`config.mk`:
```
export PLATFORM = sky130hd
export DESIGN_NAME = alu_top
export DESIGN_NICKNAME = d
export VERILOG_FILES = /design/src/alu_pkg.sv /design/src/flow_pkg.sv /design/src/alu_bitcount.sv /design/src/alu_execute.sv /design/src/alu_result_fifo.sv /design/src/alu_shifter.sv /design/src/alu_top.sv /design/src/alu_writeback.sv
export SDC_FILE = /design/constraint.sdc
export NUM_CORES = 1
export LEC_CHECK = 0
export ABC_AREA = 0
export BUFFER_PORTS_ARGS = -buffer_cell sky130_fd_sc_hd__clkbuf_2
export CAP_MARGIN = 20
export CORE_MARGIN = 2
export CORE_UTILIZATION = 39
export DETAILED_ROUTE_END_ITERATION = 8
export SETUP_SLACK_MARGIN = 0.3
export SYNTH_ARGS = -nofsm -noshare
export SYNTH_HDL_FRONTEND = slang
export SYNTH_HIERARCHICAL = 1
export SYNTH_SLANG_ARGS = --single-unit
```
`constraint.sdc`:
```
create_clock -name clk_i -period 6.8 [get_ports clk_i]
set_clock_uncertainty 0.15 [all_clocks]
set_input_delay 0.68 -clock clk_i [delete_from_list [all_inputs] [get_ports clk_i]]
set_output_delay 0.68 -clock clk_i [all_outputs]
set_load 0.02 [all_outputs]
```
`src/alu_pkg.sv`:
```
// ALU opcode set and datapath width constants.
// The kept operation set has 33 entries, so the opcode needs six bits.
// Branch compare opcodes return a zero result and carry the outcome as a flag.

package alu_pkg;

  // Opcode width, wide enough for every kept operation
  localparam int OP_WIDTH = 6;

  // Lane width for byte-wise operations (ORCB, REV8, SEXTB)
  localparam int BYTE_WIDTH = 8;

  // ------------------------------
  // Operation encoding
  // ------------------------------
  typedef enum logic [OP_WIDTH-1:0] {
    // Adder
    ADD,
    SUB,
    // Logic, plain and inverted operand b
    ANDL,
    ORL,
    XORL,
    ANDN,
    ORN,
    XNOR,
    // Shifts and rotates
    SLL,
    SRL,
    SRA,
    ROL,
    ROR,
    // Set less than
    SLTS,
    SLTU,
    // Branch compares
    EQ,
    NE,
    LTS,
    LTU,
    GES,
    GEU,
    // Min and max
    MIN,
    MAX,
    MINU,
    MAXU,
    // Bit counting
    CLZ,
    CTZ,
    CPOP,
    // Extension and byte ops
    SEXTB,
    SEXTH,
    ZEXTH,
    ORCB,
    REV8
  } alu_op_e;

endpackage

```
`src/flow_pkg.sv`:
```
// Credit counter definitions shared by the result FIFO and the writeback stage.
// A counter holds at most 15 credits, which bounds FIFO_DEPTH and OUT_CREDITS.

package flow_pkg;

  // Four bits cover 0 to 15 credits
  localparam int CREDIT_WIDTH = 4;

  // Credit or occupancy count
  typedef logic [CREDIT_WIDTH-1:0] credit_cnt_t;

endpackage

```
`src/alu_bitcount.sv`:
```
// Leading zeros, trailing zeros and population count of operand a.
// CLZ and CTZ return XLEN for a zero operand; CPOP returns 0 for it.

`timescale 1ns/1ns

module alu_bitcount #(
  parameter int XLEN = 32
) (
  input  alu_pkg::alu_op_e       op_i,
  input  logic [XLEN-1:0]        operand_a_i,
  output logic [$clog2(XLEN):0]  count_o
);

  localparam int CW = $clog2(XLEN) + 1;

  logic [XLEN-1:0] lz_in;
  logic [CW-1:0]   lz_count;
  logic [CW-1:0]   pop_count;

  // CTZ counts leading zeros of the reversed operand
  always_comb begin
    for (int i = 0; i < XLEN; i++) begin
      lz_in[i] = (op_i == alu_pkg::CTZ) ? operand_a_i[XLEN-1-i] : operand_a_i[i];
    end
  end

  // Highest set bit wins, XLEN when none is set
  always_comb begin
    lz_count = CW'(XLEN);
    for (int i = 0; i < XLEN; i++) begin
      if (lz_in[i]) begin
        lz_count = CW'(XLEN - 1 - i);
      end
    end
  end

  always_comb begin
    pop_count = '0;
    for (int i = 0; i < XLEN; i++) begin
      pop_count = pop_count + CW'(operand_a_i[i]);
    end
  end

  assign count_o = (op_i == alu_pkg::CPOP) ? pop_count : lz_count;

endmodule

```
`src/alu_execute.sv`:
```
// Producer stage: computes one ALU operation and registers it, latency one cycle.
// The branch flag is the compare outcome for branch ops and one for all others.
// XLEN must be a power of two and a multiple of BYTE_WIDTH.

`timescale 1ns/1ns

module alu_execute #(
  parameter int XLEN = 32
) (
  input  logic             clk_i,
  input  logic             reset_i,
  input  logic             op_valid_i,
  input  alu_pkg::alu_op_e op_i,
  input  logic [XLEN-1:0]  operand_a_i,
  input  logic [XLEN-1:0]  operand_b_i,
  output logic             exe_valid_o,
  output logic [XLEN-1:0]  exe_result_o,
  output logic             exe_branch_o
);

  localparam int BW = alu_pkg::BYTE_WIDTH;
  localparam int CW = $clog2(XLEN) + 1;

  logic            negate_b;
  logic [XLEN:0]   adder_in_a;
  logic [XLEN:0]   operand_b_neg;
  logic [XLEN:0]   adder_sum;
  logic [XLEN-1:0] adder_result;
  logic [XLEN-1:0] logic_b;
  logic            adder_zero;
  logic            sign_cmp;
  logic            less;
  logic [XLEN-1:0] shift_result;
  logic [CW-1:0]   count;
  logic [XLEN-1:0] orcb_res;
  logic [XLEN-1:0] rev8_res;
  logic [XLEN-1:0] result_d;
  logic            branch_d;

  // ------------------------------
  // Shared adder
  // ------------------------------
  // Extra low bit turns the inversion into a two's complement negate
  assign negate_b = op_i inside {alu_pkg::SUB, alu_pkg::EQ, alu_pkg::NE,
                                 alu_pkg::ANDN, alu_pkg::ORN, alu_pkg::XNOR};
  assign adder_in_a    = {operand_a_i, 1'b1};
  assign operand_b_neg = {operand_b_i, 1'b0} ^ {(XLEN + 1){negate_b}};
  assign adder_sum     = adder_in_a + operand_b_neg;
  assign adder_result  = adder_sum[XLEN:1];
  assign adder_zero    = ~|adder_result;
  assign logic_b       = operand_b_neg[XLEN:1];

  // Signed or unsigned less-than
  assign sign_cmp = op_i inside {alu_pkg::SLTS, alu_pkg::LTS, alu_pkg::GES,
                                 alu_pkg::MIN, alu_pkg::MAX};
  assign less = $signed({sign_cmp & operand_a_i[XLEN-1], operand_a_i}) <
                $signed({sign_cmp & operand_b_i[XLEN-1], operand_b_i});

  alu_shifter #(
    .XLEN (XLEN)
  ) u_shifter (
    .op_i           (op_i),
    .operand_a_i    (operand_a_i),
    .operand_b_i    (operand_b_i),
    .shift_result_o (shift_result)
  );

  alu_bitcount #(
    .XLEN (XLEN)
  ) u_bitcount (
    .op_i        (op_i),
    .operand_a_i (operand_a_i),
    .count_o     (count)
  );

  // Byte lanes
  for (genvar i = 0; i < XLEN / BW; i++) begin : g_byte
    assign orcb_res[i*BW +: BW] = {BW{|operand_a_i[i*BW +: BW]}};
    assign rev8_res[i*BW +: BW] = operand_a_i[XLEN-BW-i*BW +: BW];
  end

  // ------------------------------
  // Result mux and branch flag
  // ------------------------------
  always_comb begin
    case (op_i)
      alu_pkg::ADD, alu_pkg::SUB:   result_d = adder_result;
      alu_pkg::ANDL, alu_pkg::ANDN: result_d = operand_a_i & logic_b;
      alu_pkg::ORL, alu_pkg::ORN:   result_d = operand_a_i | logic_b;
      alu_pkg::XORL, alu_pkg::XNOR: result_d = operand_a_i ^ logic_b;
      alu_pkg::SLL, alu_pkg::SRL, alu_pkg::SRA,
      alu_pkg::ROL, alu_pkg::ROR:   result_d = shift_result;
      alu_pkg::SLTS, alu_pkg::SLTU: result_d = {{(XLEN-1){1'b0}}, less};
      alu_pkg::MIN, alu_pkg::MINU:  result_d = less ? operand_a_i : operand_b_i;
      alu_pkg::MAX, alu_pkg::MAXU:  result_d = less ? operand_b_i : operand_a_i;
      alu_pkg::CLZ, alu_pkg::CTZ,
      alu_pkg::CPOP:                result_d = {{(XLEN-CW){1'b0}}, count};
      alu_pkg::SEXTB: result_d = {{(XLEN-BW){operand_a_i[BW-1]}}, operand_a_i[BW-1:0]};
      alu_pkg::SEXTH: result_d = {{(XLEN-2*BW){operand_a_i[2*BW-1]}}, operand_a_i[2*BW-1:0]};
      alu_pkg::ZEXTH: result_d = {{(XLEN-2*BW){1'b0}}, operand_a_i[2*BW-1:0]};
      alu_pkg::ORCB:  result_d = orcb_res;
      alu_pkg::REV8:  result_d = rev8_res;
      // Branch compares give only the flag
      default:        result_d = '0;
    endcase
  end

  always_comb begin
    case (op_i)
      alu_pkg::EQ:                branch_d = adder_zero;
      alu_pkg::NE:                branch_d = ~adder_zero;
      alu_pkg::LTS, alu_pkg::LTU: branch_d = less;
      alu_pkg::GES, alu_pkg::GEU: branch_d = ~less;
      default:                    branch_d = 1'b1;
    endcase
  end

  // Output register
  always_ff @(posedge clk_i) begin
    if (reset_i) begin
      exe_valid_o <= 1'b0;
    end else begin
      exe_valid_o <= op_valid_i;
    end
  end

  always_ff @(posedge clk_i) begin
    if (op_valid_i) begin
      exe_result_o <= result_d;
      exe_branch_o <= branch_d;
    end
  end

endmodule

```
`src/alu_result_fifo.sv`:
```
// Circular result buffer; each popped entry returns one issue credit on credit_o.
// FIFO_DEPTH may be 1 to 15. The issuer's credits guarantee a free slot on every push.

`timescale 1ns/1ns

module alu_result_fifo #(
  parameter int XLEN       = 32,
  parameter int FIFO_DEPTH = 4
) (
  input  logic            clk_i,
  input  logic            reset_i,
  input  logic            push_i,
  input  logic [XLEN-1:0] push_result_i,
  input  logic            push_branch_i,
  input  logic            pop_i,
  output logic            valid_o,
  output logic [XLEN-1:0] result_o,
  output logic            branch_o,
  output logic            credit_o
);

  localparam int PTR_W = (FIFO_DEPTH > 1) ? $clog2(FIFO_DEPTH) : 1;

  logic [XLEN-1:0]      mem_result [FIFO_DEPTH];
  logic                 mem_branch [FIFO_DEPTH];
  logic [PTR_W-1:0]     wr_ptr;
  logic [PTR_W-1:0]     rd_ptr;
  flow_pkg::credit_cnt_t count;
  logic                 full;

  assign full     = (count == flow_pkg::credit_cnt_t'(FIFO_DEPTH));
  assign valid_o  = (count != '0);
  assign result_o = mem_result[rd_ptr];
  assign branch_o = mem_branch[rd_ptr];
  assign credit_o = pop_i;

  // Storage
  always_ff @(posedge clk_i) begin
    if (push_i) begin
      mem_result[wr_ptr] <= push_result_i;
      mem_branch[wr_ptr] <= push_branch_i;
    end
  end

  // Pointers wrap at FIFO_DEPTH, which need not be a power of two
  always_ff @(posedge clk_i) begin
    if (reset_i) begin
      wr_ptr <= '0;
      rd_ptr <= '0;
      count  <= '0;
    end else begin
      if (push_i) begin
        wr_ptr <= (wr_ptr == PTR_W'(FIFO_DEPTH - 1)) ? '0 : wr_ptr + 1'b1;
      end
      if (pop_i) begin
        rd_ptr <= (rd_ptr == PTR_W'(FIFO_DEPTH - 1)) ? '0 : rd_ptr + 1'b1;
      end
      case ({push_i, pop_i})
        2'b10:   count <= count + 1'b1;
        2'b01:   count <= count - 1'b1;
        default: count <= count;
      endcase
    end
  end

  // Issue credits reserve a slot for every op in flight
  a_no_push_full: assert property (@(posedge clk_i) disable iff (reset_i)
    push_i |-> !full)
    else $error("result FIFO pushed while full");

  // Writeback only pops a visible entry
  a_no_pop_empty: assert property (@(posedge clk_i) disable iff (reset_i)
    pop_i |-> valid_o)
    else $error("result FIFO popped while empty");

endmodule

```
`src/alu_shifter.sv`:
```
// Shifts and rotates on XLEN bits, shift amount taken from the low log2(XLEN) bits of b.
// XLEN must be a power of two.

`timescale 1ns/1ns

module alu_shifter #(
  parameter int XLEN = 32
) (
  input  alu_pkg::alu_op_e op_i,
  input  logic [XLEN-1:0]  operand_a_i,
  input  logic [XLEN-1:0]  operand_b_i,
  output logic [XLEN-1:0]  shift_result_o
);

  localparam int SHW = $clog2(XLEN);

  logic            shift_left;
  logic            shift_arith;
  logic [SHW-1:0]  shamt;
  logic [SHW:0]    back_amt;
  logic [XLEN-1:0] operand_a_rev;
  logic [XLEN-1:0] shift_in;
  logic [XLEN-1:0] shift_right_res;
  logic [XLEN-1:0] shift_left_res;
  logic [XLEN-1:0] back_right;
  logic [XLEN-1:0] back_left;

  assign shift_left  = op_i inside {alu_pkg::SLL, alu_pkg::ROL};
  assign shift_arith = (op_i == alu_pkg::SRA);
  assign shamt       = operand_b_i[SHW-1:0];

  // Left shifts run through the right shifter on a bit-reversed operand
  for (genvar i = 0; i < XLEN; i++) begin : g_rev
    assign operand_a_rev[i]  = operand_a_i[XLEN-1-i];
    assign shift_left_res[i] = shift_right_res[XLEN-1-i];
  end

  assign shift_in        = shift_left ? operand_a_rev : operand_a_i;
  assign shift_right_res = XLEN'($signed({shift_arith & shift_in[XLEN-1], shift_in})
                                 >>> shamt);

  // Wrapped-around part of a rotate, zero when shamt is zero
  assign back_amt   = (SHW+1)'(XLEN) - {1'b0, shamt};
  assign back_right = operand_a_i >> back_amt;
  assign back_left  = operand_a_i << back_amt;

  always_comb begin
    case (op_i)
      alu_pkg::SLL: shift_result_o = shift_left_res;
      alu_pkg::ROL: shift_result_o = shift_left_res | back_right;
      alu_pkg::ROR: shift_result_o = shift_right_res | back_left;
      default:      shift_result_o = shift_right_res;
    endcase
  end

endmodule

```
`src/alu_top.sv`:
```
// Credit-flow ALU pipeline, shortest op-to-result latency of three cycles.
// Issuer starts with FIFO_DEPTH credits, the DUT with OUT_CREDITS downstream.
// Both limits are at most 15.

`timescale 1ns/1ns

module alu_top #(
  parameter int XLEN        = 32,
  parameter int FIFO_DEPTH  = 4,
  parameter int OUT_CREDITS = 2
) (
  input  logic             clk_i,
  input  logic             reset_i,
  input  logic             op_valid_i,
  input  alu_pkg::alu_op_e op_i,
  input  logic [XLEN-1:0]  operand_a_i,
  input  logic [XLEN-1:0]  operand_b_i,
  output logic             op_credit_o,
  output logic             result_valid_o,
  output logic [XLEN-1:0]  result_o,
  output logic             branch_taken_o,
  input  logic             result_credit_i
);

  logic            exe_valid;
  logic [XLEN-1:0] exe_result;
  logic            exe_branch;
  logic            fifo_valid;
  logic [XLEN-1:0] fifo_result;
  logic            fifo_branch;
  logic            fifo_pop;

  alu_execute #(
    .XLEN (XLEN)
  ) u_execute (
    .clk_i        (clk_i),
    .reset_i      (reset_i),
    .op_valid_i   (op_valid_i),
    .op_i         (op_i),
    .operand_a_i  (operand_a_i),
    .operand_b_i  (operand_b_i),
    .exe_valid_o  (exe_valid),
    .exe_result_o (exe_result),
    .exe_branch_o (exe_branch)
  );

  alu_result_fifo #(
    .XLEN       (XLEN),
    .FIFO_DEPTH (FIFO_DEPTH)
  ) u_result_fifo (
    .clk_i         (clk_i),
    .reset_i       (reset_i),
    .push_i        (exe_valid),
    .push_result_i (exe_result),
    .push_branch_i (exe_branch),
    .pop_i         (fifo_pop),
    .valid_o       (fifo_valid),
    .result_o      (fifo_result),
    .branch_o      (fifo_branch),
    .credit_o      (op_credit_o)
  );

  alu_writeback #(
    .XLEN        (XLEN),
    .OUT_CREDITS (OUT_CREDITS)
  ) u_writeback (
    .clk_i          (clk_i),
    .reset_i        (reset_i),
    .valid_i        (fifo_valid),
    .result_i       (fifo_result),
    .branch_i       (fifo_branch),
    .credit_i       (result_credit_i),
    .pop_o          (fifo_pop),
    .result_valid_o (result_valid_o),
    .result_o       (result_o),
    .branch_taken_o (branch_taken_o)
  );

endmodule

```
`src/alu_writeback.sv`:
```
// Consumer stage: sends one result per downstream credit, as a one-cycle pulse.
// OUT_CREDITS may be 1 to 15; the receiver never returns more than it was given.

`timescale 1ns/1ns

module alu_writeback #(
  parameter int XLEN        = 32,
  parameter int OUT_CREDITS = 2
) (
  input  logic            clk_i,
  input  logic            reset_i,
  input  logic            valid_i,
  input  logic [XLEN-1:0] result_i,
  input  logic            branch_i,
  input  logic            credit_i,
  output logic            pop_o,
  output logic            result_valid_o,
  output logic [XLEN-1:0] result_o,
  output logic            branch_taken_o
);

  flow_pkg::credit_cnt_t credit_cnt;

  // Pop and send together, only with a credit in hand
  assign pop_o = valid_i & (credit_cnt != '0);

  always_ff @(posedge clk_i) begin
    if (reset_i) begin
      credit_cnt     <= flow_pkg::credit_cnt_t'(OUT_CREDITS);
      result_valid_o <= 1'b0;
    end else begin
      result_valid_o <= pop_o;
      case ({credit_i, pop_o})
        2'b10:   credit_cnt <= credit_cnt + 1'b1;
        2'b01:   credit_cnt <= credit_cnt - 1'b1;
        default: credit_cnt <= credit_cnt;
      endcase
    end
  end

  always_ff @(posedge clk_i) begin
    if (pop_o) begin
      result_o       <= result_i;
      branch_taken_o <= branch_i;
    end
  end

  // Receiver returns no more credits than it holds
  a_credit_bound: assert property (@(posedge clk_i) disable iff (reset_i)
    credit_cnt <= flow_pkg::credit_cnt_t'(OUT_CREDITS))
    else $error("downstream credit count above OUT_CREDITS");

endmodule

```
Word level (Yosys, flattened, before mapping) --
Memories as Yosys holds them, arrays and structs flattened. A register that Yosys moved wholly into a read port is not among the register bits. Cells that the tools add are included.
Cells by class: add/sub/neg operators 39, order comparisons 1, eq/ne operators 38, shift operators 3, muxes and demuxes 77, bitwise logic cells 11, reductions and logical operators 25
Operators by type and width (number):
- $pmux W32 S14 | 1
- $mux W6 | 33
- $add A6 B1 Y6 | 26
- $eq A6 B5 Y1 const B | 16
- $mux W32 | 3
- $or A32 B32 Y32 | 3
- $pmux W32 S3 | 1
- $eq A6 B4 Y1 const B | 8
- $mux W1 | 34
- $add A33 B33 Y33 | 1
- $lt A33 B33 Y1 | 1
- $sshr A33 B5 Y32 | 1
- $xor A33 B33 Y33 | 1
- $and A32 B32 Y32 | 1
- $reduce_or A32 Y1 | 1
- $reduce_or A8 Y1 | 4
- $shl A32 B6 Y32 | 1
- $shr A32 B6 Y32 | 1
- $xor A32 B32 Y32 | 1
- $eq A6 B3 Y1 const B | 4
- $reduce_or A2 Y1 | 9
- $pmux W4 S2 | 2
- $eq A6 B2 Y1 const B | 2
- $add A4 B1 Y4 const B | 2
- 24 further kinds | 37
Word-level totals: bits in registers 47, memory bits (writable) 132, input bits 74, output and inout bits 35, word-level logic and storage cells 204, memories 2
Memories:
- u_result_fifo.mem_result | depth 4, width 32, rd ports 1, clocked after Yosys merged registers in 1, write ports 1, RTL line alu_result_fifo.sv:24 | logic [XLEN-1:0] mem_result [FIFO_DEPTH];
- u_result_fifo.mem_branch | depth 4, width 1, rd ports 1, clocked after Yosys merged registers in 1, write ports 1, RTL line alu_result_fifo.sv:25 | logic mem_branch [FIFO_DEPTH];

Depth between registers and ports, before layout --
depth after elaboration 36, gate-level depth with buffers 21

By module --
Netlist, hierarchy kept.
By module, submodules not included:
- alu_execute | times used 1, cells each 912, area an instance 7001.7 um^2
- alu_shifter | times used 1, cells each 933, area an instance 6434.9 um^2
- alu_result_fifo | times used 1, cells each 231, area an instance 5318.9 um^2
- alu_bitcount | times used 1, cells each 204, area an instance 1551.5 um^2
- alu_writeback | times used 1, cells each 64, area an instance 1310.0 um^2

Worst setup path before layout --
Ideal clock, no wire load.
path type input to register, start point input port operand_a_i[17], end point register u_execute.exe_result_o[4], data pin, library setup time 0.261 ns, arrival time 5.394 ns, required time 6.389 ns, slack 0.995 ns, cell stages on the path 21, cell sequence fa_1 > inv_1 > fa_1 > inv_1 > fa_1 > inv_1 > fa_1 > fa_1 > fa_1 > inv_1 > ha_1 > inv_1 > fa_1 > inv_1 > a21o_1 > a21oi_1 > xor2_1 > o22ai_1 > a221oi_1 > o2111ai_1 > a221o_1
Between the ends: cells in the longest elaborated chain, start to end 21
RTL lines:
- from (decl) | RTL line alu_top.sv:16 | input logic [XLEN-1:0] operand_a_i,
- parallel branches: the longest is 19 deep, another holds $add A6 B1 Y6
- $mux W6 (*) | RTL line alu_bitcount.sv:44 | assign count_o = (op_i == alu_pkg::CPOP) ? pop_count : lz_count;
- named net u_execute.count[4] | RTL line alu_execute.sv:34 | logic [CW-1:0] count;
- $pmux W32 S14 (*) | RTL line alu_execute.sv:86 | case (op_i)
- named net u_execute.result_d[4] | RTL line alu_execute.sv:37 | logic [XLEN-1:0] result_d;
- to (signal assigned) | RTL line alu_execute.sv:129 | exe_result_o <= result_d;
- to (decl) | RTL line alu_execute.sv:17 | output logic [XLEN-1:0] exe_result_o,
Mark *: on every way through the listed nets, which the timed path passes. A chain may end at the register's enable or synchronous reset.

Worst setup path in the final report --
start point input port op_i[1], end point register u_execute.exe_branch_o, data pin
Between the ends: cells in the longest elaborated chain, start to end 7
RTL lines:
- from (decl) | RTL line alu_top.sv:15 | input alu_pkg::alu_op_e op_i,
- $eq A6 B1 Y1, or another cell as far along | RTL line alu_execute.sv:44 | assign negate_b = op_i inside {alu_pkg::SUB, alu_pkg::EQ, alu_pkg::NE,
- $reduce_bool A6 Y1 | RTL line alu_execute.sv:44
- $xor A33 B33 Y33 | RTL line alu_execute.sv:47 | assign operand_b_neg = {operand_b_i, 1'b0} ^ {(XLEN + 1){negate_b}};
- $add A33 B33 Y33 | RTL line alu_execute.sv:48 | assign adder_sum = adder_in_a + operand_b_neg;
- $reduce_or A32 Y1 | RTL line alu_execute.sv:50 | assign adder_zero = ~|adder_result;
- $logic_not A1 Y1 | RTL line alu_execute.sv:50
- $pmux W1 S4 (*) | RTL line alu_execute.sv:109 | case (op_i)
- named net u_execute.branch_d | RTL line alu_execute.sv:38 | logic branch_d;
- to (signal assigned) | RTL line alu_execute.sv:130 | exe_branch_o <= branch_d;
- to (decl) | RTL line alu_execute.sv:18 | output logic exe_branch_o
Mark *: on every way through the listed nets, which the timed path passes. The rest lies on a longest branch.

==> metrics.txt <==
outcome=complete, but fails checks; failing checks=design-rule violations; vias per cell=roughly 6.7; mux share of post-synthesis cell area=0.131; number of port buffers=108; worst path bufs/invs=4; Die Y=239 µm; Sink Count=214; RR Endpoint=u_writeback/credit_cnt[2]$_SDFFE_PP0P_; Final Max Slew Viols=0; die area=57300 µm²; total gr overflow=0; root buffer cell=clkbuf_16; I/O pins=109; worst setup margin=771 ps; XOR/XNOR share of the synthesized area=0.0320; Area growth syn-to-layout=10.4%; Hold Crit Endpoint=u_result_fifo/mem_result[3][11]$_DFFE_PP_; main combinational cell family by area after synthesis=compound AO/OA/AOI/OAI gates; prevailing post-synth register cell=edfxtp_1; GRT Util Overall=0.314; Worst EP required=6970 ps; DR pass1 iterations=9; post-layout util=0.434; final antenna-violating net count=0; Stages on worst setup path=19; R2R depth=10; first-pass GRT wire length=134 mm; Crit path arrival time=6200 ps; Clock Tree Buf Depth=3; # Max-Cap Violations=0; row count=between 80 and 90; hold_buf cts=0; Tcrit/Tclk final=0.887; worst-path fanout max=13; Total Power=0.00584 W; Min-Delay Startpoint=u_execute/exe_result_o[11]$_DFFE_PP_; CTS H-tree depth=1; HP Class=flop to flop; Post-Syn Area=between 20000 and 25000 µm²; Seq/Total Area, Yosys=0.290; dpl ws=404 ps; Final HPWL DP=around 70 mm; Die W=239 µm; CTS tree=done; Net Count, Synth=about 2600; Max transition margin=0.234; most frequent cells in the layout=edfxtp_1, nor2_1, nand2_1; setup TNS=0 ps; PostCTS Resize Cnt=0; clock latency at the later pin of the worst-skew pair=490 ps; min cycle time layout=6030 ps; vias in the first global route=~20000; commonest non-fill, non-tap cell in the layout=edfxtp_1; Syn Area/Cell=9.22 µm²; IR Drop Worst-Case VDD=0.353 mV; number of library cell types mapped by synthesis=109; CTS Buf Count=22; Critical Path Source Type=input pin; slowest CP cell=nor4_1; delay-heaviest family, CP=simple AND/OR/NAND/NOR gates; Worst Tran Pin Value=1140 ps; Layout fillers=5400; final hold vios=0; Synth Area in Adders=0.0888; Initial DRC Count=slightly below 3000; crit path capture type=flop; Seq. cell area=6270 µm²; crit path kind=input pin to flop; synth warn=6; Synth Area in Compound Gates=0.239; GPL Wtd Cong=just over 1; leak pwr=9.14 nW; largest net degree at the start of global routing=75; Initial Util=0.393; FF-to-FF setup slack=3870 ps; post-synthesis register bit count=214; DRC=6; nets@finish=2613; number of synthesized flops with an enable pin=198; R2R Path Start=u_result_fifo/count[1]$_SDFFE_PP0P_; total core area=55000 µm²; RSZ-0062 raised after global routing=false; Max stage delay on crit path=710 ps; simple-gate share of the synthesized area=0.157; CP Cell Sequence=clkbuf_2, nor4_1, nand2_1, and2_1, nor2_4, buf_4, buf_4, xnor2_1, inv_1, ha_1, a21oi_1, nand2_1, o31a_1, nor2_1, o21ai_0, xnor2_1, nand4_1, or4_1, o211ai_1; Power per Cell Area=245 nW/µm²; routed via count=21100; WL final=92.6 mm; layout cells sized above 1=0.161; drt wl/cell=29.3 µm; area occupied by multi-input gates=14100 µm²; Reg clk slew, reported paths=60 ps; final setup vio count=0; fmax=166 MHz; Async SR Flop Fraction=0; initial antenna violation count=6; Syn Inst Count=2344; hold path cells=0; Post-CTS Setup Bufs=0
-- final cells by class --
| cell class | instances | area share |
|---|---|---|
| inverters | 148 | 0.0233 |
| flip-flops and latches | 214 | 0.263 |
| well taps | 748 | 0.0392 |
| clock inverters | 14 | 0.00529 |
| clock buffers | 25 | 0.0244 |
| diodes | 1 | 0.000105 |
| repair buffers | 206 | 0.0546 |
| multi-input cells | 1808 | 0.591 |
-- per-stage QoR --
step / instance area (µm²) / hold WS, ps / cells
after detailed placement: 23200 / 332 / 3124
after CTS: 23900 / 353 / 3163
final: 23900 / 345 / 3164
after global routing: 23900 / 370 / 3163
after global placement: 23200 / 324 / 3124
after floorplan: 21600 / 309 / 2344
-- worst max-delay path by stage --
| stage | start | end | slack, ps |
|---|---|---|---|
| after global routing | op_i[1] | u_execute/exe_branch_o$_DFFE_PP_ | 500 |
| final | op_i[1] | u_execute/exe_branch_o$_DFFE_PP_ | 770 |
| after detailed placement | op_i[1] | u_execute/exe_branch_o$_DFFE_PP_ | 400 |
| after CTS | op_i[1] | u_execute/exe_branch_o$_DFFE_PP_ | 900 |
| after global placement | op_i[1] | u_execute/exe_branch_o$_DFFE_PP_ | 390 |
| after floorplan | operand_a_i[17] | u_execute/exe_result_o[4]$_DFFE_PP_ | 990 |
-- power by group --
group	leakage [nW]	switching, W	internal, W
Combinational	6.83	0.00176	0.00109
Sequential	1.97	0.0000947	0.00172
Clock	0.348	0.000476	0.000693
Total	9.14	0.00233	0.00351
-- synth_stat cells (49+ instances only) --
master	n	share of area
clkbuf_1	108	0.019
mux4_2	79	0.082
o21ai_0	148	0.034
nand2_1	170	0.030
edfxtp_1	198	0.28
a211oi_1	53	0.018
xnor2_1	49	0.020
ha_1	115	0.067
nor2_1	195	0.034
mux2i_1	78	0.036
inv_1	145	0.025
a21oi_1	114	0.026
-- registers in the layout (all words and copies together), names as in the netlist, named ones only --
name                        cells
u_result_fifo/mem_result      128
u_execute/exe_result_o         32
u_writeback/result_o           32
u_result_fifo/count             4
u_result_fifo/mem_branch        4
u_writeback/credit_cnt          4
u_result_fifo/rd_ptr            2
u_result_fifo/wr_ptr            2
u_execute/exe_branch_o          1
u_execute/exe_valid_o           1
u_writeback/branch_taken_o      1
u_writeback/result_valid_o      1
-- cells by family (layout without fill, tap and decap cells) --
family                     Yosys count  count (layout)
AOI/OAI and AO/OA                  735             735
xor gates and xnor gates            76              76
muxes                              181             181
other                                0               1
and+or+nand+nor                    677             677
DFF                                214             214
adders and majority gates          139             139
buffers and inverters              322             393
-- layer usage --
layer  global-route usage  share of wire  routed length (µm)  vias up
met1                0.422           0.41               37900    10300
met4                0.161          0.060                5530        2
li1                     -              -                   -     9165
met2                0.485           0.44               40300     1366
met3               0.0564          0.095                8840      283
met5                    0        0.00014                  13        -
No activity file was read; power rests on OpenSTA's default activity.
